## src/rtl/soc_pkg.sv

```systemverilog
package soc_pkg;

   // native bus widths
   localparam int ADDR_W = 16;
   localparam int DATA_W = 32;
   localparam int STRB_W = DATA_W/8;

   // data bus: set selects the peripheral bus, clear the internal memory
   localparam int P_BIT = 14;
   // inside internal memory: set selects the boot control register
   localparam int B_BIT = 13;

   // sram word address width
   localparam int SRAM_ADDR_W = 10;
   // word address bit forced high on fetches while booting
   localparam int BOOT_OFFSET_BIT = 9;
   // cpu reset pulse length in clock edges
   localparam int CPU_RESET_CYCLES = 4;

   localparam int GPIO_W = 16;

   // request side, a write when any strobe is set
   typedef struct packed {
      logic              valid;
      logic [ADDR_W-1:0] addr;
      logic [DATA_W-1:0] wdata;
      logic [STRB_W-1:0] wstrb;
   } bus_req_t;

   // response side, ready lasts one cycle
   typedef struct packed {
      logic [DATA_W-1:0] rdata;
      logic              ready;
   } bus_resp_t;

endpackage

```

## src/rtl/bus_split.sv

```systemverilog
`timescale 1ns/10ps

module bus_split import soc_pkg::*; #(
   parameter int N_SLAVES = 2,
   parameter int P_SLAVES = P_BIT
) (
   input  logic                       clk,
   input  logic                       arst_n,
   // master side
   input  bus_req_t                   m_req,
   output bus_resp_t                  m_resp,
   // slave side, slave 0 in the low bits
   output bus_req_t  [N_SLAVES-1:0]   s_req,
   input  bus_resp_t [N_SLAVES-1:0]   s_resp
);

   localparam int SEL_W = (N_SLAVES > 1) ? $clog2(N_SLAVES) : 1;

   logic [SEL_W-1:0] sel;
   logic [SEL_W-1:0] sel_q;
   logic             pending;

   // slave index sits in the address bits ending at P_SLAVES
   assign sel = m_req.addr[P_SLAVES -: SEL_W];

   // all fields go everywhere, only valid is steered
   always_comb begin
      for (int i = 0; i < N_SLAVES; i++) begin
         s_req[i]       = m_req;
         s_req[i].valid = m_req.valid && (sel == SEL_W'(i));
      end
   end

   // remember who was addressed until the answer comes back
   always_ff @(posedge clk or negedge arst_n) begin
      if (!arst_n) begin
         sel_q <= '0;
      end else if (m_req.valid) begin
         sel_q <= sel;
      end
   end

   always_ff @(posedge clk or negedge arst_n) begin
      if (!arst_n) begin
         pending <= 1'b0;
      end else if (m_req.valid) begin
         pending <= 1'b1;
      end else if (m_resp.ready) begin
         pending <= 1'b0;
      end
   end

   assign m_resp = s_resp[sel_q];

   // a master may only reissue once the response is on the bus
   property p_no_valid_while_pending;
      @(posedge clk) disable iff (!arst_n)
         m_req.valid |-> (!pending || m_resp.ready);
   endproperty

   a_no_valid_while_pending: assert property (p_no_valid_while_pending)
      else $error("bus_split: request issued while a response is pending");

endmodule

```

## config.mk

```make
export PLATFORM = sky130hd
export DESIGN_NAME = bus_split
export DESIGN_NICKNAME = d
export VERILOG_FILES = /design/src/rtl/soc_pkg.sv /design/src/rtl/bus_split.sv
export SDC_FILE = /design/constraint.sdc
export NUM_CORES = 1
export LEC_CHECK = 0
export BUFFER_PORTS_ARGS = -buffer_cell sky130_fd_sc_hd__buf_2
export CAP_MARGIN = 20
export CELL_PAD_IN_SITES_DETAIL_PLACEMENT = 0
export CELL_PAD_IN_SITES_GLOBAL_PLACEMENT = 1
export CORE_AREA = 2 2 102 104
export DETAILED_ROUTE_END_ITERATION = 10
export DIE_AREA = 0 0 104 106
export GPL_ROUTABILITY_DRIVEN = 0
export PLACE_DENSITY_LB_ADDON = 0.1
export SYNTH_ARGS = -nofsm -noshare
export SYNTH_HDL_FRONTEND = slang
export SYNTH_SLANG_ARGS = --single-unit
```

## constraint.sdc

```tcl
create_clock -name clk -period 2.1 [get_ports clk]
set_input_delay 0.42 -clock clk [delete_from_list [all_inputs] [get_ports clk]]
set_output_delay 0.42 -clock clk [all_outputs]
set_load 0.05 [all_outputs]
```

==> qor.yml <==
worstSkewPairLatency_ns: 0
synth.top_cells.by_area: "sky130_fd_sc_hd__buf_4 (57%), sky130_fd_sc_hd__mux2_4 (32%), sky130_fd_sc_hd__buf_12 (4.3%)"
dr_total_vias: 850
insertedDiodeCount: 0
grt_antenna_before_repair: 0
synth_cell_types: 8
yosysWarnings: 0
timing.critical_path.required_ns: 1.68
setup_tns_ns: 0
setup_viol: 0
global_route.usage.met1_pct: 6.52
largest_registers: "sel_q x1"
buffer_ports.inserted: 106
area_delta_synth_final_pct: -9.42
use_met3_pct: 3.13
clk_pin_slew_worst_paths_ns: 0
overflow: 0
grt_util_all_layers_pct: 6.31
cts-hold-fix-buffers: 0
unrepaired_setup_endpoints_after_global_routing: "false"
firstDrtPassIters: 3
tightest_hold_check_type: "input port to asynchronous set/reset pin"
synth.yosys.seq_area_share_pct: 1.81
initial_utilization_pct: 13.8
p_leak_uw: 0.000701
final_cell_count_no_fill: 280
detail_route.wl_per_cell_um: 13.7
post-route-period-util_pct: 76.7
clock-skew-final_ns: 0
finalCoreUtilization_pct: 12.5
timing_hold_violations_final: 0
route.detailed.drc: 0
placed_cell_area_um2: 1250
synth_top_cell_by_area: "sky130_fd_sc_hd__buf_4"
grt.busiest_layer: "met2"
startpoint_type: "flop"
remaining_max_slew_budget_at_the_tightest_pin_pct: 82.8
syn_inst_count: 145
grt_first_pass_wirelength_mm: 5.69
ff_latch_area_um2: 26.3
status: "complete, no violations"
finalNetCount: 267
worst_pin_slew_ns: 0.258
whs_ns: 0.196
final_max_slew_viol_count: 0
ys_seq_elements: 1
die_area_um2: 11000
vias_in_the_first_global_route: 984
final_period_minus_worst_setup_slack_ns: 1.61
timing.critical_path.arrival_ns: 1.19
avgSynthCellArea_um2: 9.53
worstPathMaxFanout: 33
cts_setup_buffers: 0
grt_start_max_net_pins: 34
ir_drop_mv: 0.137
area_of_the_mapped_netlist_um2: 1380
core.rowCount: 37
io-pin-count: 260
synthesis.nets: 266
global_route.usage.met2_pct: 11.1
layout.filler_cells: 1179
yosysTopAreaCellShare_pct: 56.5
post_route_cells_drive_above_1_share_pct: 98.6
detailedRoute.firstIterationViolations: 20
final_cell_area_um2: 1250
wirelength_mm: 3.84
fp.dieW_um: 104
final_antenna_net_count: 0
cap_viol_max_count: 0
ctsResizeCount: 0
place_inst: 280
largest-register: "sel_q"
criticalPathCategory: "flop to primary output"
worst_setup_path_end_kind: "primary output"
achievable_frequency_mhz: 620
post_drt_via_cell_ratio: 3.04
die_h_um: 106
largest_register_ffs: 1
fp.coreArea_um2: 10000
power_density_nw_per_um2: 458
multi_input_area_um2: 504
==> power by group <==
group	internal, µW	switching [µW]
Clock	0	0
Sequential	22.0	1.96
Combinational	201	348
==> synthesized netlist by cell type <==
library cell              instances
sky130_fd_sc_hd__nor2b_1          1
sky130_fd_sc_hd__buf_12           3
sky130_fd_sc_hd__and2_1           1
sky130_fd_sc_hd__buf_4          104
sky130_fd_sc_hd__buf_6            1
sky130_fd_sc_hd__mux2_2           5
sky130_fd_sc_hd__dfrtp_1          1
sky130_fd_sc_hd__mux2_4          29
==> per-layer routing <==
layer  wire length, µm  share of wire (%)  up-vias
li1                  -                  -      359
met1              1320                 34      340
met2              1760                 46      123
met3               622                 16       28
met4               136                3.5        0
met5                 0                  0        -
==> final cells by class <==
cell class / instances / area share [%]
multi-input combinational: 36 / 40.3
sequential: 1 / 2.10
tap: 136 / 13.6
timing repair buffer: 107 / 44.0
==> critical path: stages, from the launching register on <==
cell,delay (ns)
sky130_fd_sc_hd__dfrtp_2,0.36
sky130_fd_sc_hd__buf_12,0.24
sky130_fd_sc_hd__mux2_2,0.37
sky130_fd_sc_hd__buf_2,0.21
==> cell families after synthesis <==
group                  after synthesis  synth area share, %
buffers and inverters              108                 61.7
muxes                               34                 35.6
and+or+nand+nor                      2                0.906
DFF                                  1                 1.81
==> path summary, 6_finish.rpt <==
kind	startpoint	end	slack, ns	cells past startpoint
max in group asynchronous	arst_n	sel_q	1.81	1
worst min register to register	sel_q	sel_q	0.54	1
worst max register to register	sel_q	sel_q	1.32	1
worst max-delay path	sel_q	m_resp[0]	0.49	3
worst min-delay path	arst_n	sel_q	0.20	1
min in group clk	sel_q	sel_q	0.54	1
==> placed cells by master, fill, tap and decap left out <==
master	n
sky130_fd_sc_hd__buf_2	106
sky130_fd_sc_hd__mux2_2	5
sky130_fd_sc_hd__mux2_4	29
sky130_fd_sc_hd__dfrtp_2	1
sky130_fd_sc_hd__and2_1	1
sky130_fd_sc_hd__nor2b_1	1
sky130_fd_sc_hd__buf_12	1
==> per-stage QoR <==
step | power, µW | setup WS [ns]
CTS | 582 | 0.461
global placement | 584 | 0.484
floorplan | 987 | 0.553
finish | 573 | 0.488
global route | 599 | 0.436
detailed placement | 580 | 0.464
No activity file was read; power rests on OpenSTA's default activity.
