[src/rtl/soc_pkg.sv]
package soc_pkg;

   // native bus widths
   localparam int ADDR_W = 16;
   localparam int DATA_W = 32;
   localparam int STRB_W = DATA_W/8;

   // data bus: set selects the peripheral bus, clear the internal memory
   localparam int P_BIT = 14;
   // inside internal memory: set selects the boot control register
   localparam int B_BIT = 13;

   // sram word address width
   localparam int SRAM_ADDR_W = 10;
   // word address bit forced high on fetches while booting
   localparam int BOOT_OFFSET_BIT = 9;
   // cpu reset pulse length in clock edges
   localparam int CPU_RESET_CYCLES = 4;

   localparam int GPIO_W = 16;

   // request side, a write when any strobe is set
   typedef struct packed {
      logic              valid;
      logic [ADDR_W-1:0] addr;
      logic [DATA_W-1:0] wdata;
      logic [STRB_W-1:0] wstrb;
   } bus_req_t;

   // response side, ready lasts one cycle
   typedef struct packed {
      logic [DATA_W-1:0] rdata;
      logic              ready;
   } bus_resp_t;

endpackage

[src/rtl/gpio_regs.sv]
`timescale 1ns/10ps

module gpio_regs import soc_pkg::*; (
   input  logic              clk,
   input  logic              arst_n,
   input  bus_req_t          req,
   output bus_resp_t         resp,
   input  logic [GPIO_W-1:0] gpio_in,
   output logic [GPIO_W-1:0] gpio_out
);

   logic [GPIO_W-1:0] gpio_in_q;
   logic [DATA_W-1:0] rdata_q;
   logic              ready_q;

   always_ff @(posedge clk or negedge arst_n) begin
      if (!arst_n) begin
         gpio_in_q <= '0;
         gpio_out  <= '0;
         ready_q   <= 1'b0;
      end else begin
         gpio_in_q <= gpio_in;
         ready_q   <= req.valid;
         // output bytes come from the low lanes of the write data
         for (int b = 0; b < GPIO_W/8; b++) begin
            if (req.valid && req.wstrb[b]) begin
               gpio_out[8*b +: 8] <= req.wdata[8*b +: 8];
            end
         end
      end
   end

   // outputs in the high half, sampled inputs in the low half
   always_ff @(posedge clk) begin
      if (req.valid) begin
         rdata_q <= DATA_W'({gpio_out, gpio_in_q});
      end
   end

   assign resp = '{rdata: rdata_q, ready: ready_q};

endmodule

[config.mk]
export PLATFORM = sky130hd
export DESIGN_NAME = gpio_regs
export DESIGN_NICKNAME = d
export VERILOG_FILES = /design/src/rtl/soc_pkg.sv /design/src/rtl/gpio_regs.sv
export SDC_FILE = /design/constraint.sdc
export NUM_CORES = 1
export LEC_CHECK = 0
export CORE_ASPECT_RATIO = 1.5
export CORE_MARGIN = 1.5
export CORE_UTILIZATION = 60
export DETAILED_ROUTE_END_ITERATION = 16
export DONT_BUFFER_PORTS = 1
export PLACE_DENSITY = 0.75
export SLEW_MARGIN = 20
export SYNTH_ARGS = -nofsm -noshare
export SYNTH_HDL_FRONTEND = slang
export SYNTH_SLANG_ARGS = --single-unit
[constraint.sdc]
create_clock -name clk -period 1.6 [get_ports clk]
set_input_delay 0.32 -clock clk [delete_from_list [all_inputs] [get_ports clk]]
set_output_delay 0.32 -clock clk [all_outputs]
set_load 0.02 [all_outputs]
==> results.json, run 1 <==
{
  "synthArstFlopShare": 0.5077,
  "synth_edf_count": 32,
  "crit_required_ps": 1280,
  "path_max_fanout": 1,
  "dp_slack_ps": 615.7,
  "ant_nets": 0,
  "period_minus_slack_ps": 1133,
  "nets": 167,
  "worst_pin_slew_ps": 255.2,
  "synth.distinct_cells": 5,
  "critPathLaunchType": "register",
  "cts.sinks": 65,
  "area_growth_pct": 11.84,
  "dieArea_um2": 3673,
  "synth_area_um2": 1987,
  "synth_compound_area_frac": 0,
  "p_leak_nw": 0.8672,
  "drt_iter0_drc": 23,
  "yosys-top-cells-area": "edfxtp_1, dfrtp_1, mux2_2",
  "synth_mux_area_frac": 0.09068,
  "clockBufferDepth": 2,
  "synthSimpleGateAreaFrac": 0.006297,
  "setup_viol": 0,
  "synth.most_common_cell": "dfrtp_1",
  "portBuffers": 0,
  "hold_violations": 0,
  "clk_latency_ps": 320,
  "io_pins": 120,
  "num_vias": 785,
  "maxCapViolCount": 0,
  "drt-total-wl_um": 2856,
  "wl_per_cell_um": 20.55,
  "fin_crit_sh": 0.7081,
  "synth_flop_cell": "dfrtp_1",
  "layout-drive-gt1-share": 0.3030,
  "die_x_um": 49.99,
  "clk_pin_slew_ps": 60,
  "syn-num-nets": 155,
  "maxSlewHeadroom": 0.8298,
  "grt_first_pass_wirelength_um": 4257,
  "seq_area_um2": 1787,
  "core_um2": 3159,
  "hp-class": "in2reg",
  "synth-adder-area-share": 0,
  "synth_seq_area_share": 0.8992,
  "via_per_inst": 5.647,
  "place_congestion": 0.6126,
  "drc": 0,
  "rsz0062_at_grt": "no",
  "grt_max_degree": 36,
  "synth-xor-area-share": 0,
  "htreeDepth": 3,
  "dpl.hpwl_um": 2040,
  "powerDensity_nw_per_um2": 1530,
  "synth_area_leader_cell": "edfxtp_1",
  "syn_avg_cell_area_um2": 23.65,
  "finalSetupTns_ps": 0,
  "grt_usage": 0.1727,
  "endpoint_kind": "primary output",
  "crit_type": "reg2out",
  "nFillCells": 187,
  "dr.pass1.iters": 5,
  "antenna_cells": 0,
  "cp_data_arrival_time_ps": 810,
  "cts-buffers-inserted": 9,
  "synth-seq-cells": 65,
  "die_h_um": 73.48,
  "status": "complete, no violations",
  "synth_top_area_share": 0.4836,
  "initial_utilization": 0.6289,
  "tritoncts": "built",
  "cts_setup_buffers": 0,
  "multi_input_area_um2": 192.7,
  "grt_pass1_vias": 802,
  "final_max_slew_viol_count": 0,
  "fp-row-count": 25,
  "setup_slack_ps": 467.1,
  "globalRouteOverflowTotal": 0,
  "antenna_found_initial": 0,
  "skew_ps": 4.441,
  "yosys-top-cells-count": "dfrtp_1, edfxtp_1, mux2_2",
  "ys_warn_count": 0,
  "final_cell_count_no_fill": 139,
  "synth_top_family_by_area": "multiplexers",
  "root_buffer": "clkbuf_8",
  "fmax_mhz": 882.7,
  "dp.cells": 123,
  "peakVddDrop_mv": 0.9525,
  "synthCells": 84
}
repair_timing:
item | 4_1_cts | 5_1_grt
gates resized for setup | 0 | 0
endpoints found under the hold margin | 33 | 0
hold buffers | 2 | 0
where the power goes:
part | internal (W) | switching [W]
logic | 0.0000560 | 0.0000368
registers | 0.00193 | 0.000244
clock network | 0.000631 | 0.000498
total | 0.00262 | 0.000779
registers in the layout (all words and copies together) (netlist names):
register	count
gpio_in_q	16
gpio_out	16
rdata_q	32
ready_q	1
metrics by stage:
| step | hold slack [ps] | util | total power [W] | instance area [um2] |
|---|---|---|---|---|
| after global routing | 7.311 | 0.7034 | 0.003533 | 2222 |
| final | 24.40 | 0.7034 | 0.003399 | 2222 |
| after CTS | 14.07 | 0.7034 | 0.003439 | 2222 |
| after floorplan | 24.41 | - | 0.002244 | 1987 |
| after detailed placement | 25.28 | 0.6424 | 0.002286 | 2029 |
| after global placement | 25.20 | 0.6424 | 0.002269 | 2029 |
cell usage in the layout, fill, tap and decap left out, drive strengths merged:
| cell | Yosys | routed |
|---|---|---|
| edfxtp | 32 | 32 |
| clkbuf | 0 | 14 |
| dfrtp | 33 | 33 |
| mux2 | 16 | 16 |
| nand2 | 2 | 2 |
| dlygate4sd3 | 0 | 1 |
| buf | 1 | 1 |
cell families after synthesis:
logic type	Yosys count
buf+inv	1
flops	65
mux	16
simple gates	2
final timing paths:
check	depth (start not counted)	end	slack (ps)	from
hold reg to reg	0	rdata_q[3]	420	gpio_in_q[3]
setup / recovery	0	resp[22]	470	rdata_q[21]
min in group asynchronous	2	gpio_out[2]	430	arst_n
max in group asynchronous	2	gpio_out[11]	990	arst_n
hold / removal	0	gpio_in_q[0]	20	gpio_in[0]
setup reg to reg	1	gpio_out[12]	710	gpio_out[12]
cell type report:
| cell class | count | share of cell area |
|---|---|---|
| Clock buffer | 14 | 0.07320 |
| Multi-Input combinational cell | 18 | 0.08671 |
| Sequential cell | 65 | 0.8041 |
| Tap cell | 40 | 0.02252 |
| Timing Repair Buffer | 2 | 0.01351 |
routing by layer:
metal / wire (um) / global-route usage / vias up
met5: 0 / 0 / -
met4: 55 / 0.09259 / 0
met3: 244 / 0.09146 / 5
met2: 1469 / 0.2544 / 59
met1: 1086 / 0.2055 / 391
li1: - / - / 330
(Power assumes the default switching activity.)
==> run 2: changes to the inputs <==
--- a/config.mk
+++ b/config.mk
@@ -7,10 +7,10 @@
 export LEC_CHECK = 0
 export CORE_ASPECT_RATIO = 1.5
 export CORE_MARGIN = 1.5
-export CORE_UTILIZATION = 60
+export CORE_UTILIZATION = 54
 export DETAILED_ROUTE_END_ITERATION = 16
 export DONT_BUFFER_PORTS = 1
-export PLACE_DENSITY = 0.75
+export PLACE_DENSITY = 0.71
 export SLEW_MARGIN = 20
 export SYNTH_ARGS = -nofsm -noshare
 export SYNTH_HDL_FRONTEND = slang
==> constraint.sdc (replaced) <==
create_clock -name clk -period 1 [get_ports clk]
set_input_delay 0.2 -clock clk [delete_from_list [all_inputs] [get_ports clk]]
set_output_delay 0.2 -clock clk [all_outputs]
set_load 0.02 [all_outputs]
==> results.json, run 2 (synthesis gave the netlist of run 1 again) <==
{
  "hp-class": "in2reg",
  "crit_required_ps": 800,
  "portBuffers": 0,
  "rsz0062_at_grt": "yes",
  "maxCapViolCount": 0,
  "final_cell_count_no_fill": 182,
  "setup_slack_ps": -55.48,
  "antenna_found_initial": 0,
  "p_leak_nw": 1.074,
  "drc": 0,
  "fmax_mhz": 947.4,
  "io_pins": 120,
  "hold_violations": 32,
  "fin_crit_sh": 1.055,
  "dr.pass1.iters": 4,
  "cts.sinks": 65,
  "power_w": 0.005954,
  "die_x_um": 52.53,
  "antenna_cells": 0,
  "holdWs_ps": -92.08,
  "initial_utilization": 0.5762,
  "r2r_end": "gpio_out[6]",
  "grt_usage": 0.1877,
  "grt_max_degree": 36,
  "drt_iter0_drc": 5,
  "endpoint_kind": "primary output",
  "root_buffer": "clkbuf_8",
  "layout_commonest_cell": "dfrtp_1",
  "clockBufferDepth": 2,
  "cts-buffers-inserted": 9,
  "place_congestion": 0.6896,
  "cts-hold-fix-buffers": 18,
  "nets": 206,
  "area_growth_pct": 32.56,
  "fp-row-count": 26,
  "largest_register_ffs": 32,
  "wl_per_cell_um": 17.86,
  "layout-drive-gt1-share": 0.3857,
  "top_register": "rdata_q",
  "peakVddDrop_mv": 1.847,
  "r2r-start": "gpio_out[6]",
  "crit_buf_inv": 1,
  "drt-total-wl_um": 3250,
  "crit_chain": "buf_6",
  "tritoncts": "built",
  "hp-start": "req[52]",
  "dpl.hpwl_um": 1989,
  "dp.cells": 141,
  "ant_nets": 0,
  "whs_path_depth": 0,
  "violations": "negative hold slack, negative setup slack",
  "grt_first_pass_wirelength_um": 5175,
  "path_max_fanout": 3,
  "clk_pin_slew_ps": 60,
  "grt_pass1_vias": 1028,
  "core_um2": 3448,
  "period_minus_slack_ps": 1055,
  "via_per_inst": 5.011,
  "globalRouteOverflowTotal": 0,
  "status": "finished, violations left",
  "clk_latency_ps": 320,
  "worst_pin_slew_ps": 233.8,
  "r2r_setup_slack_ps": -10,
  "critPathLaunchType": "register",
  "htreeDepth": 3,
  "crit_type": "reg2out",
  "min_to": "ready_q",
  "crit_path_top_delay_cell": "dfrtp_1",
  "skew_ps": 4.104,
  "reg_top3": "rdata_q x32, gpio_in_q x16, gpio_out x16",
  "dieArea_um2": 4060,
  "cp_data_arrival_time_ps": 860,
  "layout_common_cells": "dfrtp_1, edfxtp_1, dlygate4sd3_1",
  "path_delay_family": "flip-flops",
  "num_vias": 912,
  "dp_slack_ps": 145.0,
  "final_max_slew_viol_count": 0,
  "die_h_um": 77.29,
  "reg2reg_depth": 3,
  "maxSlewHeadroom": 0.8445,
  "setup_viol": 29,
  "powerDensity_nw_per_um2": 2260,
  "max_stage_delay_ps": 400
}
## run 2: worst max-delay path by stage
stage	endpoint	slack [ps]	depth (start not counted)	start
after detailed placement	gpio_out[10]	140	2	req[1]
after floorplan	gpio_out[0]	160	1	gpio_out[0]
final	gpio_out[9]	-60	1	gpio_out[9]
after CTS	gpio_out[15]	-80	1	gpio_out[15]
after global placement	gpio_out[5]	170	2	req[52]
after global routing	gpio_out[9]	-100	1	gpio_out[9]
## run 2: layout make-up
cell class / instances / area (um2)
multi-input combinational: 18 / 192.7
clock buffer: 12 / 135.1
clock inverter: 4 / 43.79
tap: 42 / 52.55
timing repair buffer: 41 / 422.9
sequential: 65 / 1787
fill: 211 / 814.5
## run 2: worst reg2reg max path, stage by stage, from the launching register on
cell,delay (ps)
dfrtp_1,390
buf_4,140
buf_4,120
mux2_2,250
## run 2: stage by stage
| stage | area, um2 | TNS [ps] | util |
|---|---|---|---|
| after detailed placement | 2152 | 0 | 0.6241 |
| after global placement | 2152 | 0 | 0.6241 |
| after floorplan | 1987 | 0 | - |
| after CTS | 2611 | -1595 | 0.7573 |
| after global routing | 2634 | -2453 | 0.7638 |
| final | 2634 | -755.8 | 0.7638 |
## run 2: timing repair
| action | in CTS | in global routing |
|---|---|---|
| resized for setup | 16 | 0 |
| pin swaps | 0 | 0 |
| setup endpoints to repair | 48 | 48 |
| hold endpoints to repair | 82 | 33 |
| setup buffers | 4 | 3 |
## run 2: layer usage
layer	wire, um	vias up	global-route usage
li1	-	408	-
met1	1240	441	0.2482
met2	1682	59	0.2613
met3	278	4	0.07198
met4	48	0	0.1128
met5	0	-	0
## run 2: report_power, final
group / leakage (nW) / switching, W / internal [W] / total [W]
Sequential: 0.700 / 0.000255 / 0.00309 / 0.00335
Combinational: 0.282 / 0.000265 / 0.000357 / 0.000623
Clock: 0.0918 / 0.000846 / 0.00114 / 0.00198
Total: 1.07 / 0.00137 / 0.00459 / 0.00595
