**src/rtl/soc_pkg.sv**
```systemverilog
package soc_pkg;

   // native bus widths
   localparam int ADDR_W = 16;
   localparam int DATA_W = 32;
   localparam int STRB_W = DATA_W/8;

   // data bus: set selects the peripheral bus, clear the internal memory
   localparam int P_BIT = 14;
   // inside internal memory: set selects the boot control register
   localparam int B_BIT = 13;

   // sram word address width
   localparam int SRAM_ADDR_W = 10;
   // word address bit forced high on fetches while booting
   localparam int BOOT_OFFSET_BIT = 9;
   // cpu reset pulse length in clock edges
   localparam int CPU_RESET_CYCLES = 4;

   localparam int GPIO_W = 16;

   // request side, a write when any strobe is set
   typedef struct packed {
      logic              valid;
      logic [ADDR_W-1:0] addr;
      logic [DATA_W-1:0] wdata;
      logic [STRB_W-1:0] wstrb;
   } bus_req_t;

   // response side, ready lasts one cycle
   typedef struct packed {
      logic [DATA_W-1:0] rdata;
      logic              ready;
   } bus_resp_t;

endpackage

```
**src/rtl/timer_regs.sv**
```systemverilog
`timescale 1ns/10ps

module timer_regs import soc_pkg::*; (
   input  logic      clk,
   input  logic      arst_n,
   input  bus_req_t  req,
   output bus_resp_t resp
);

   logic [DATA_W-1:0] count;
   logic [DATA_W-1:0] rdata_q;
   logic              ready_q;
   logic              clear;

   // any write clears the counter
   assign clear = req.valid && (|req.wstrb);

   // free running, wraps at full width
   always_ff @(posedge clk or negedge arst_n) begin
      if (!arst_n) begin
         count <= '0;
      end else if (clear) begin
         count <= '0;
      end else begin
         count <= count + 1'b1;
      end
   end

   // count as seen at the request edge
   always_ff @(posedge clk) begin
      if (req.valid) begin
         rdata_q <= count;
      end
   end

   always_ff @(posedge clk or negedge arst_n) begin
      if (!arst_n) begin
         ready_q <= 1'b0;
      end else begin
         ready_q <= req.valid;
      end
   end

   assign resp = '{rdata: rdata_q, ready: ready_q};

endmodule

```
**config.mk**
```make
export PLATFORM = sky130hd
export DESIGN_NAME = timer_regs
export DESIGN_NICKNAME = d
export VERILOG_FILES = /design/src/rtl/soc_pkg.sv /design/src/rtl/timer_regs.sv
export SDC_FILE = /design/constraint.sdc
export NUM_CORES = 1
export LEC_CHECK = 0
export ABC_AREA = 1
export CAP_MARGIN = 15
export CORE_ASPECT_RATIO = 0.75
export CORE_MARGIN = 4
export CORE_UTILIZATION = 27
export CTS_CLUSTER_SIZE = 10
export DETAILED_ROUTE_END_ITERATION = 12
export DONT_BUFFER_PORTS = 1
export GPL_ROUTABILITY_DRIVEN = 1
export HOLD_SLACK_MARGIN = 0.02
export SYNTH_ARGS = -nofsm -noshare
export SYNTH_HDL_FRONTEND = slang
export SYNTH_SLANG_ARGS = --single-unit
export TNS_END_PERCENT = 100
```
**constraint.sdc**
```tcl
create_clock -name clk -period 1.4 [get_ports clk]
set_input_delay 0.07 -clock clk [delete_from_list [all_inputs] [get_ports clk]]
set_output_delay 0.07 -clock clk [all_outputs]
set_load 0.1 [all_outputs]
```
==> flow_metrics.tcl, run 1 <==
set metrics [dict create \
    outcome "finished with violations" \
    violations "negative setup slack" \
    grt_antenna_before_repair 0 \
    power-per-cell-area_mw_per_mm2 1170 \
    grt_pass1_wl_um 9740 \
    synth_sequential_area_ratio 0.633 \
    final-instance-count-excl-fill 494 \
    core-area_mm2 0.0102 \
    dp_hpwl_um 4160 \
    dieArea_mm2 0.0122 \
    crit-reg2reg-capture "count[20]$_DFF_PN0_" \
    maxSlewViolCount 0 \
    htree_num_levels 3 \
    worst-endpoint-arrival_ps 1680 \
    endpoint_kind "register" \
    final_period_demand_of_the_worst_path_ps 1470 \
    startpoint_type "register" \
    clock_transition_at_the_registers_of_the_reported_paths_ps 50 \
    numCtsBuffers 9 \
    postSynthAreaPerCell_um2 9.73 \
    final_cell_mix "nand2_1, nor2_1, buf_4" \
    final_common_cell "nand2_1" \
    max-vdd-ir-drop_v 0.000565 \
    detailedRoute.firstPassIterationCount 4 \
    first_global_vias 1997 \
    worst_slew_margin_rel 0.797 \
    vias 2116 \
    worst_skew_late_latency_ps 330 \
    final_min_period_over_clock_period 1.05 \
    postRouteAntennaNets 0 \
    setup_total_negative_slack_ps -364 \
    yosysWarnings 0 \
    cts_num_sinks 65 \
    via_per_inst 4.28 \
    report.final.hold_viol_count 0 \
    final.setup.worst_slack_ps -68.6 \
    post_synth_inst_count 290 \
    die_width_um 126 \
    floorplan.io_pins 88 \
    global_route.overflow_total 0 \
    largest_net_degree_at_the_start_of_global_routing 35 \
    reported_max_cap_violation_count 0 \
    global_route.usage.total 0.103 \
    setup.reg_to_reg.worst_slack_ps -70 \
    max-clock-path-buffers 2 \
    grt_setup_unrepaired "yes" \
    ffs_latches_synth 65 \
    rr_startpoint "count[1]$_DFF_PN0_" \
    rr_worst_depth 8 \
    nNetsFinal 409 \
    hold_path_end "count[2]$_DFF_PN0_" \
    max_freq_ghz 0.681 \
    hold-path-cell-count 5 \
    hold_path.startpoint "req[3]" \
    portBuffers 0 \
    timing.final.setup_violations 9 \
    fp.dieH_um 96.5 \
    drt_iter0_markers 155 \
    synth_fp_nets 346 \
    insertedDiodeCount 0 \
    worstHoldPathType "primary input to register" \
    gp_congestion 0.883 \
    post_synth_instance_area_mm2 0.00282 \
    layout-area-overhead-vs-synth_pct 34.3 \
    std_cell_rows 32 \
    ys_types 21 \
    timing_worst_setup_path_type "register to register" \
    numPlacedInstances 464 \
    post_route_cells_drive_above_1_share 0.304 \
    routed_wire_length_per_instance_um 12.3 \
    timing.critical_path.required_ps 1620 \
    detail_route.drc_violations 0 \
    initial_core_util 0.275 \
    leakage_component_of_the_power_nw 1.59 \
    highest_fanout_seen_on_the_critical_path 6 \
    clock-root-buffer "clkbuf_16" \
    fill_cells 1044 \
    cts_tree "done" \
    worst_slew_pin_slew_ps 304 \
    totalWireLength_um 6050 \
    fin_worst_skew_ps 7.40 \
]
worst max path at each step:
stage	from	to	slack, ps
6_report	count[1]$_DFF_PN0_	count[20]$_DFF_PN0_	-70
5_1_grt	count[0]$_DFF_PN0_	count[14]$_DFF_PN0_	-170
4_1_cts	count[1]$_DFF_PN0_	count[20]$_DFF_PN0_	-40
3_5_place_dp	count[0]$_DFF_PN0_	count[18]$_DFF_PN0_	-60
3_3_place_gp	count[0]$_DFF_PN0_	count[18]$_DFF_PN0_	-6
2_1_floorplan	count[0]$_DFF_PN0_	count[20]$_DFF_PN0_	80
per-stage QoR:
stage	instance area (um^2)	worst slack, ps	util	hold WS, ps	power [mW]
2_1_floorplan	2820	84.8	-	-226	2.41
3_3_place_gp	3280	-6.35	0.320	-224	2.49
3_5_place_dp	3280	-57.2	0.320	-224	2.49
4_1_cts	3600	-35.8	0.352	-231	4.46
5_1_grt	3790	-174	0.370	101	4.61
6_report	3790	-68.6	0.370	84.4	4.44
kinds of logic after synthesis:
kind of cell	Yosys count	share of synthesized area
buf+inv	23	0.0328
simple gates	173	0.271
compound gates	23	0.0430
flops	65	0.633
fa+ha+maj	1	0.00443
xor+xnor	5	0.0155
worst max-delay path: stages, from the launching register on:
cell and delay [ps]:
dfrtp_1 350, ha_2 200, nand2_2 80, nor2_4 210, nand2_4 110, nor2_4 200, nand3_1 100, nand2_1 70
nor2_1 40
power by group:
part	internal, mW	total [mW]	switching [mW]
clock network	1.17	1.91	0.739
registers	2.05	2.07	0.0173
logic	0.101	0.455	0.353
total	3.33	4.44	1.11
final cells by class:
| cell class | instances | area, um^2 | area share |
|---|---|---|---|
| tap | 136 | 170 | 0.0449 |
| clock buffer | 11 | 233 | 0.0614 |
| inverter | 20 | 75.1 | 0.0198 |
| timing repair buffer | 55 | 449 | 0.119 |
| multi-input combinational | 202 | 1050 | 0.276 |
| clock inverter | 5 | 22.5 | 0.00594 |
| sequential | 65 | 1790 | 0.473 |
Yosys cell counts:
cell	n	area, um^2
nand2_4	1	11.3
edfxtp_1	32	961
o21bai_1	1	7.51
nor2_2	5	31.3
buf_2	2	10.0
nand4_1	2	12.5
nand2_1	72	270
o21ai_2	1	8.76
dfrtp_1	33	826
ha_1	1	12.5
nor2_8	1	20.0
buf_4	1	7.51
nor2_4	6	67.6
nand3_1	17	85.1
nor2_1	66	248
a21oi_1	17	85.1
o21ai_0	4	20.0
inv_2	1	3.75
inv_1	19	71.3
nand2_2	3	18.8
xor2_1	5	43.8
registers in the layout (all words and copies together) (netlist names):
name and count:
count 32, rdata_q 32, ready_q 1
routing by layer:
metal	share of wire	global-route usage
met5	0	0
met4	0.013	0.0473
met3	0.080	0.0412
met2	0.45	0.150
met1	0.46	0.137
timing repair:
action / CTS / global route
pin swaps: 5 / 20
endpoints found under the setup margin: 8 / 20
cloned: 0 / 0
resized for setup: 6 / 27
hold endpoints to repair: 70 / 35
hold buffers: 3 / 2
setup buffers: 1 / 8
Note: power is estimated with default switching activity, not from simulation.
==> run 2: changes to the inputs <==
--- a/config.mk
+++ b/config.mk
@@ -7,7 +7,7 @@
 export LEC_CHECK = 0
 export ABC_AREA = 1
 export CAP_MARGIN = 15
-export CORE_ASPECT_RATIO = 0.75
+export CORE_ASPECT_RATIO = 0.6
 export CORE_MARGIN = 4
 export CORE_UTILIZATION = 27
 export CTS_CLUSTER_SIZE = 10
==> flow_metrics.tcl, run 2 (synthesis results as in run 1) <==
set metrics [dict create \
    postPlaceCellArea_mm2 0.00333 \
    hold_path.startpoint "req[52]" \
    final-instance-count-excl-fill 498 \
    via_per_inst 4.33 \
    rr_startpoint "count[0]$_DFF_PN0_" \
    final_standard_cell_utilization_of_the_core 0.381 \
    grt_setup_unrepaired "yes" \
    final_common_cell "nand2_1" \
    largest_registers "count: 32 flops, rdata_q: 32 flops, ready_q: 1 flops" \
    holdWs_ps 38.1 \
    hold_path_end "count[6]$_DFF_PN0_" \
    report.final.hold_viol_count 0 \
    worst_slew_pin_slew_ps 341 \
    final_cell_mix "nand2_1, nor2_1, buf_4" \
    dieArea_mm2 0.0122 \
    setup.reg_to_reg.worst_slack_ps -80 \
    post_route_cells_drive_above_1_share 0.292 \
    fin_area_mm2 0.00382 \
    clock-root-buffer "clkbuf_16" \
    maxSlewViolCount 0 \
    max-clock-path-buffers 2 \
    insertedDiodeCount 0 \
    highest_fanout_seen_on_the_critical_path 5 \
    timing.final.setup_violations 15 \
    largest_net_degree_at_the_start_of_global_routing 34 \
    die_width_um 140 \
    gp_congestion 0.884 \
    setup_total_negative_slack_ps -716 \
    detailedRoute.firstPassIterationCount 4 \
    rr_worst_depth 8 \
    crit-reg2reg-capture "count[9]$_DFF_PN0_" \
    global_route.peak_usage_layer "met1" \
    clock_transition_at_the_registers_of_the_reported_paths_ps 50 \
    global_route.usage.total 0.118 \
    fin_worst_skew_ps 4.22 \
    dp_hpwl_um 4540 \
    reported_max_cap_violation_count 0 \
    detail_route.drc_violations 0 \
    hold-path-cell-count 3 \
    crit_chain "buf_4 > buf_4 > inv_2 > nor2_4 > nand2_4 > nor2_4 > xor2_1 > nor2_1" \
    leakage_component_of_the_power_nw 1.63 \
    endpoint_kind "register" \
    max_freq_ghz 0.675 \
    timing.critical_path.slowest_stage_cell "dfrtp_1" \
    worst_skew_late_latency_ps 330 \
    timing_worst_setup_path_type "register to register" \
    use_met1 0.179 \
    max-vdd-ir-drop_v 0.000606 \
    timing.critical_path.required_ps 1610 \
    worst-endpoint-arrival_ps 1700 \
    core-area_mm2 0.0100 \
    violations "negative setup slack" \
    postRouteAntennaNets 0 \
    drt_iter0_markers 102 \
    grt_pass1_wl_um 10800 \
    power-per-cell-area_mw_per_mm2 1170 \
    worstHoldPathType "primary input to register" \
    routed_wire_length_per_instance_um 13.4 \
    outcome "finished with violations" \
    htree_num_levels 3 \
    global_route.overflow_total 0 \
    critical-path-max-stage-delay_ps 350 \
    worst_slew_margin_rel 0.772 \
    fill_cells 1036 \
    totalWireLength_um 6680 \
    cts_num_sinks 65 \
    preCtsSetupSlack_ps -56.5 \
    final.setup.worst_slack_ps -81.8 \
    numPlacedInstances 469 \
    nNetsFinal 414 \
    startpoint_type "register" \
    final_period_demand_of_the_worst_path_ps 1480 \
    total_power_mw 4.46 \
    floorplan.io_pins 88 \
    met3_usage 0.0455 \
    first_global_vias 2089 \
    portBuffers 0 \
    numCtsBuffers 9 \
    std_cell_rows 28 \
    globalRouteMet2Util 0.150 \
    fp.dieH_um 87.2 \
    grt_antenna_before_repair 0 \
    final_min_period_over_clock_period 1.06 \
    initial_core_util 0.282 \
    vias 2158 \
    layout-area-overhead-vs-synth_pct 35.3 \
    cts_tree "done" \
]
run 2: changes by cell type in the layout (fill, tap and decap cells not counted), moves of 3 or more:
cell and delta:
nor2_1 +3, buf_4 +3, dfrtp_2 -3, nand2_2 -3
dfrtp_1 +3
run 2: worst max-delay path, delay by kind of cell, from the launching register on:
kind,cells,cell delay [ps]
buffers and inverters,3,260
XOR/XNOR,1,170
AND/OR/NAND/NOR,4,580
flip-flops,1,350
run 2: layout make-up:
class | instances | area (um^2) | share of cell area
clock inverter | 5 | 22.5 | 0.00590
tap | 135 | 169 | 0.0442
timing repair buffer | 60 | 492 | 0.129
sequential | 65 | 1790 | 0.469
inverter | 20 | 75.1 | 0.0197
clock buffer | 11 | 233 | 0.0610
multi-input combinational | 202 | 1040 | 0.272
run 2: timing repair:
item,CTS,global route
hold endpoints to repair,67,0
hold buffers,7,0
pin swaps,2,11
buffers inserted,0,6
setup endpoints to repair,7,23
resized for setup,1,25
run 2: how the worst max path moves through the flow:
stage	from	endpoint	slack, ps	cells after the start
floorplan	count[0]$_DFF_PN0_	count[20]$_DFF_PN0_	80	8
CTS	count[1]$_DFF_PN0_	count[20]$_DFF_PN0_	-50	8
detailed placement	count[1]$_DFF_PN0_	count[18]$_DFF_PN0_	-60	8
global placement	count[0]$_DFF_PN0_	count[20]$_DFF_PN0_	-20	8
global route	count[0]$_DFF_PN0_	count[26]$_DFF_PN0_	-190	9
finish	count[0]$_DFF_PN0_	count[9]$_DFF_PN0_	-80	8
run 2: per-layer routing:
metal | wire (um) | up-vias
li1 | - | 1076
met1 | 3650 | 1011
met2 | 2480 | 61
met3 | 456 | 10
met4 | 99 | 0
met5 | 0 | -
run 2: where the power goes:
part	switching (mW)	total, mW	internal [mW]
clock	0.761	1.93	1.17
combinational	0.354	0.456	0.102
sequential	0.0172	2.07	2.05
total	1.13	4.46	3.33
==> run 3: changes to the inputs <==
--- a/config.mk
+++ b/config.mk
@@ -14,7 +14,7 @@
 export DETAILED_ROUTE_END_ITERATION = 12
 export DONT_BUFFER_PORTS = 1
 export GPL_ROUTABILITY_DRIVEN = 1
-export HOLD_SLACK_MARGIN = 0.02
+export HOLD_SLACK_MARGIN = 0.08
 export SYNTH_ARGS = -nofsm -noshare
 export SYNTH_HDL_FRONTEND = slang
 export SYNTH_SLANG_ARGS = --single-unit
==> constraint.sdc (replaced) <==
create_clock -name clk -period 1.6 [get_ports clk]
set_input_delay 0.08 -clock clk [delete_from_list [all_inputs] [get_ports clk]]
set_output_delay 0.08 -clock clk [all_outputs]
set_load 0.1 [all_outputs]
==> flow_metrics.tcl, run 3 (synthesis results as in run 1) <==
set metrics [dict create \
    sw_frac_of_total 0.253 \
    worst_slew_pin_slew_ps 284 \
    met2_length_um 2390 \
    std_cell_rows 28 \
    report.final.hold_viol_count 0 \
    worst-endpoint-arrival_ps 1710 \
    gp_congestion 0.903 \
    final_period_demand_of_the_worst_path_ps 1490 \
    critical-path-max-stage-delay_ps 400 \
    crit_chain "ha_4 > nand2_2 > nor2_4 > nand2_2 > nor2_4 > nand3_1 > nand2_1 > nor2_1" \
    clock_transition_at_the_registers_of_the_reported_paths_ps 50 \
    leakage_component_of_the_power_nw 1.52 \
    vias 2063 \
    power.clock.fraction 0.434 \
    grt_antenna_before_repair 1 \
    outcome "finished clean" \
    insertedDiodeCount 0 \
    clock-root-buffer "clkbuf_16" \
    worstHoldPathType "primary input to register" \
    cts_num_sinks 65 \
    timing.final.setup_violations 0 \
    initial_core_util 0.282 \
    timing.critical_path.slowest_stage_cell "dfrtp_1" \
    post_route_cells_drive_above_1_share 0.219 \
    via_per_inst 4.32 \
    dp_hpwl_um 4380 \
    route.met3.wl_um 507 \
    global_route.usage.total 0.116 \
    intPower_mw 2.90 \
    p_sw_uw 981 \
    grt_pass1_wl_um 10600 \
    core-area_mm2 0.0100 \
    setup.reg_to_reg.worst_slack_ps 110 \
    max-clock-path-buffers 2 \
    final_min_period_over_clock_period 0.934 \
    max-vdd-ir-drop_v 0.000521 \
    drt_iter0_markers 108 \
    startpoint_type "register" \
    postRouteAntennaNets 0 \
    highest_fanout_seen_on_the_critical_path 6 \
    nNetsFinal 394 \
    routed_wire_length_per_instance_um 13.4 \
    power-per-cell-area_mw_per_mm2 1080 \
    totalWireLength_um 6400 \
    worst_path_buf_inv 0 \
    layout-area-overhead-vs-synth_pct 27.5 \
    largest_net_degree_at_the_start_of_global_routing 34 \
    worst_slew_margin_rel 0.812 \
    detail_route.drc_violations 0 \
    first_global_vias 1992 \
    pwr-share-comb 0.097 \
    reported_max_cap_violation_count 0 \
    critical_path.top_delay_family "simple AND/OR/NAND/NOR gates" \
    worst_skew_late_latency_ps 330 \
    portBuffers 0 \
    global_route.overflow_total 0 \
    final_common_cell "nand2_1" \
    fin_worst_skew_ps 6.49 \
    floorplan.io_pins 88 \
    timing_worst_setup_path_type "register to register" \
    dieArea_mm2 0.0122 \
    total_power_mw 3.88 \
    cts_tree "done" \
    final_cell_mix "nand2_1, nor2_1, buf_4" \
    setup_total_negative_slack_ps 0 \
    timing.critical_path.required_ps 1820 \
    largest_registers "count: 32 flops, rdata_q: 32 flops, ready_q: 1 flops" \
    proportion_of_power_drawn_by_flip_flops_and_latches 0.468 \
    die_width_um 140 \
    numCtsBuffers 9 \
    final_standard_cell_utilization_of_the_core 0.359 \
    htree_num_levels 3 \
    final.setup.worst_slack_ps 106 \
    detailedRoute.firstPassIterationCount 4 \
    routedLengthMet1_um 3450 \
    holdWs_ps 153 \
    highest-signal-layer "met4" \
    maxSlewViolCount 0 \
    endpoint_kind "register" \
    max_freq_ghz 0.669 \
    preCtsSetupSlack_ps 60.7 \
    fp.dieH_um 87.2 \
]
run 3: cell types whose count changed in the layout (fill, tap and decap cells not counted), moves of 2 or more:
cell,before,now
buf_4,52,36
nand3_1,7,14
nand3_2,9,3
dlygate4sd3_1,5,2
dfrtp_1,31,33
dfrtp_2,2,0
inv_1,17,19
inv_2,3,1
nor2_1,63,65
run 3: power by group through the flow:
stage / Sequential [mW] / Clock (mW) / Combinational [mW]
2_1_floorplan: 2.05 / 0 / 0.0557
3_3_place_gp: 1.84 / 0 / 0.321
3_5_place_dp: 1.84 / 0 / 0.323
4_1_cts: 1.81 / 1.74 / 0.374
5_1_grt: 1.82 / 1.82 / 0.400
6_report: 1.82 / 1.68 / 0.378
run 3: through the flow:
step	instances	cell area (um^2)
floorplan	290	2820
global route	478	3600
CTS	476	3540
global placement	456	3230
finish	478	3600
detailed placement	456	3230
run 3: area by class of cell:
type | instances | area (um^2)
inverters | 20 | 75.1
flip-flops and latches | 65 | 1790
well taps | 135 | 169
clock buffers | 11 | 233
multi-input cells | 202 | 982
clock inverters | 5 | 22.5
fillers | 1047 | 6420
repair buffers | 40 | 330
run 3: per-layer routing:
metal | vias up | track usage
met5 | - | 0
met4 | 0 | 0.0422
met3 | 7 | 0.0461
met2 | 67 | 0.144
met1 | 948 | 0.175
li1 | 1041 | -
run 3: path summary, 6_finish.rpt:
| check | depth (start not counted) | startpoint | end |
|---|---|---|---|
| min in group asynchronous | 2 | arst_n | count[19]$_DFF_PN0_ |
| setup reg to reg | 8 | count[1]$_DFF_PN0_ | count[30]$_DFF_PN0_ |
| hold reg to reg | 0 | count[31]$_DFF_PN0_ | rdata_q[31]$_DFFE_PP_ |
| setup / recovery | 8 | count[1]$_DFF_PN0_ | count[30]$_DFF_PN0_ |
| max in group asynchronous | 2 | arst_n | ready_q$_DFF_PN0_ |
| hold / removal | 4 | req[52] | count[2]$_DFF_PN0_ |
run 3: tightest hold or removal path: stages:
cell and delay [ps]:
o21ai_2 30, buf_4 210, nand2_1 90, nor2_1 40
run 3: what timing repair did:
item / in CTS / in global routing
buffers inserted: 0 / 2
hold buffers: 4 / 0
resized for setup: 0 / 9
setup endpoints to repair: 0 / 9
hold endpoints to repair: 66 / 0
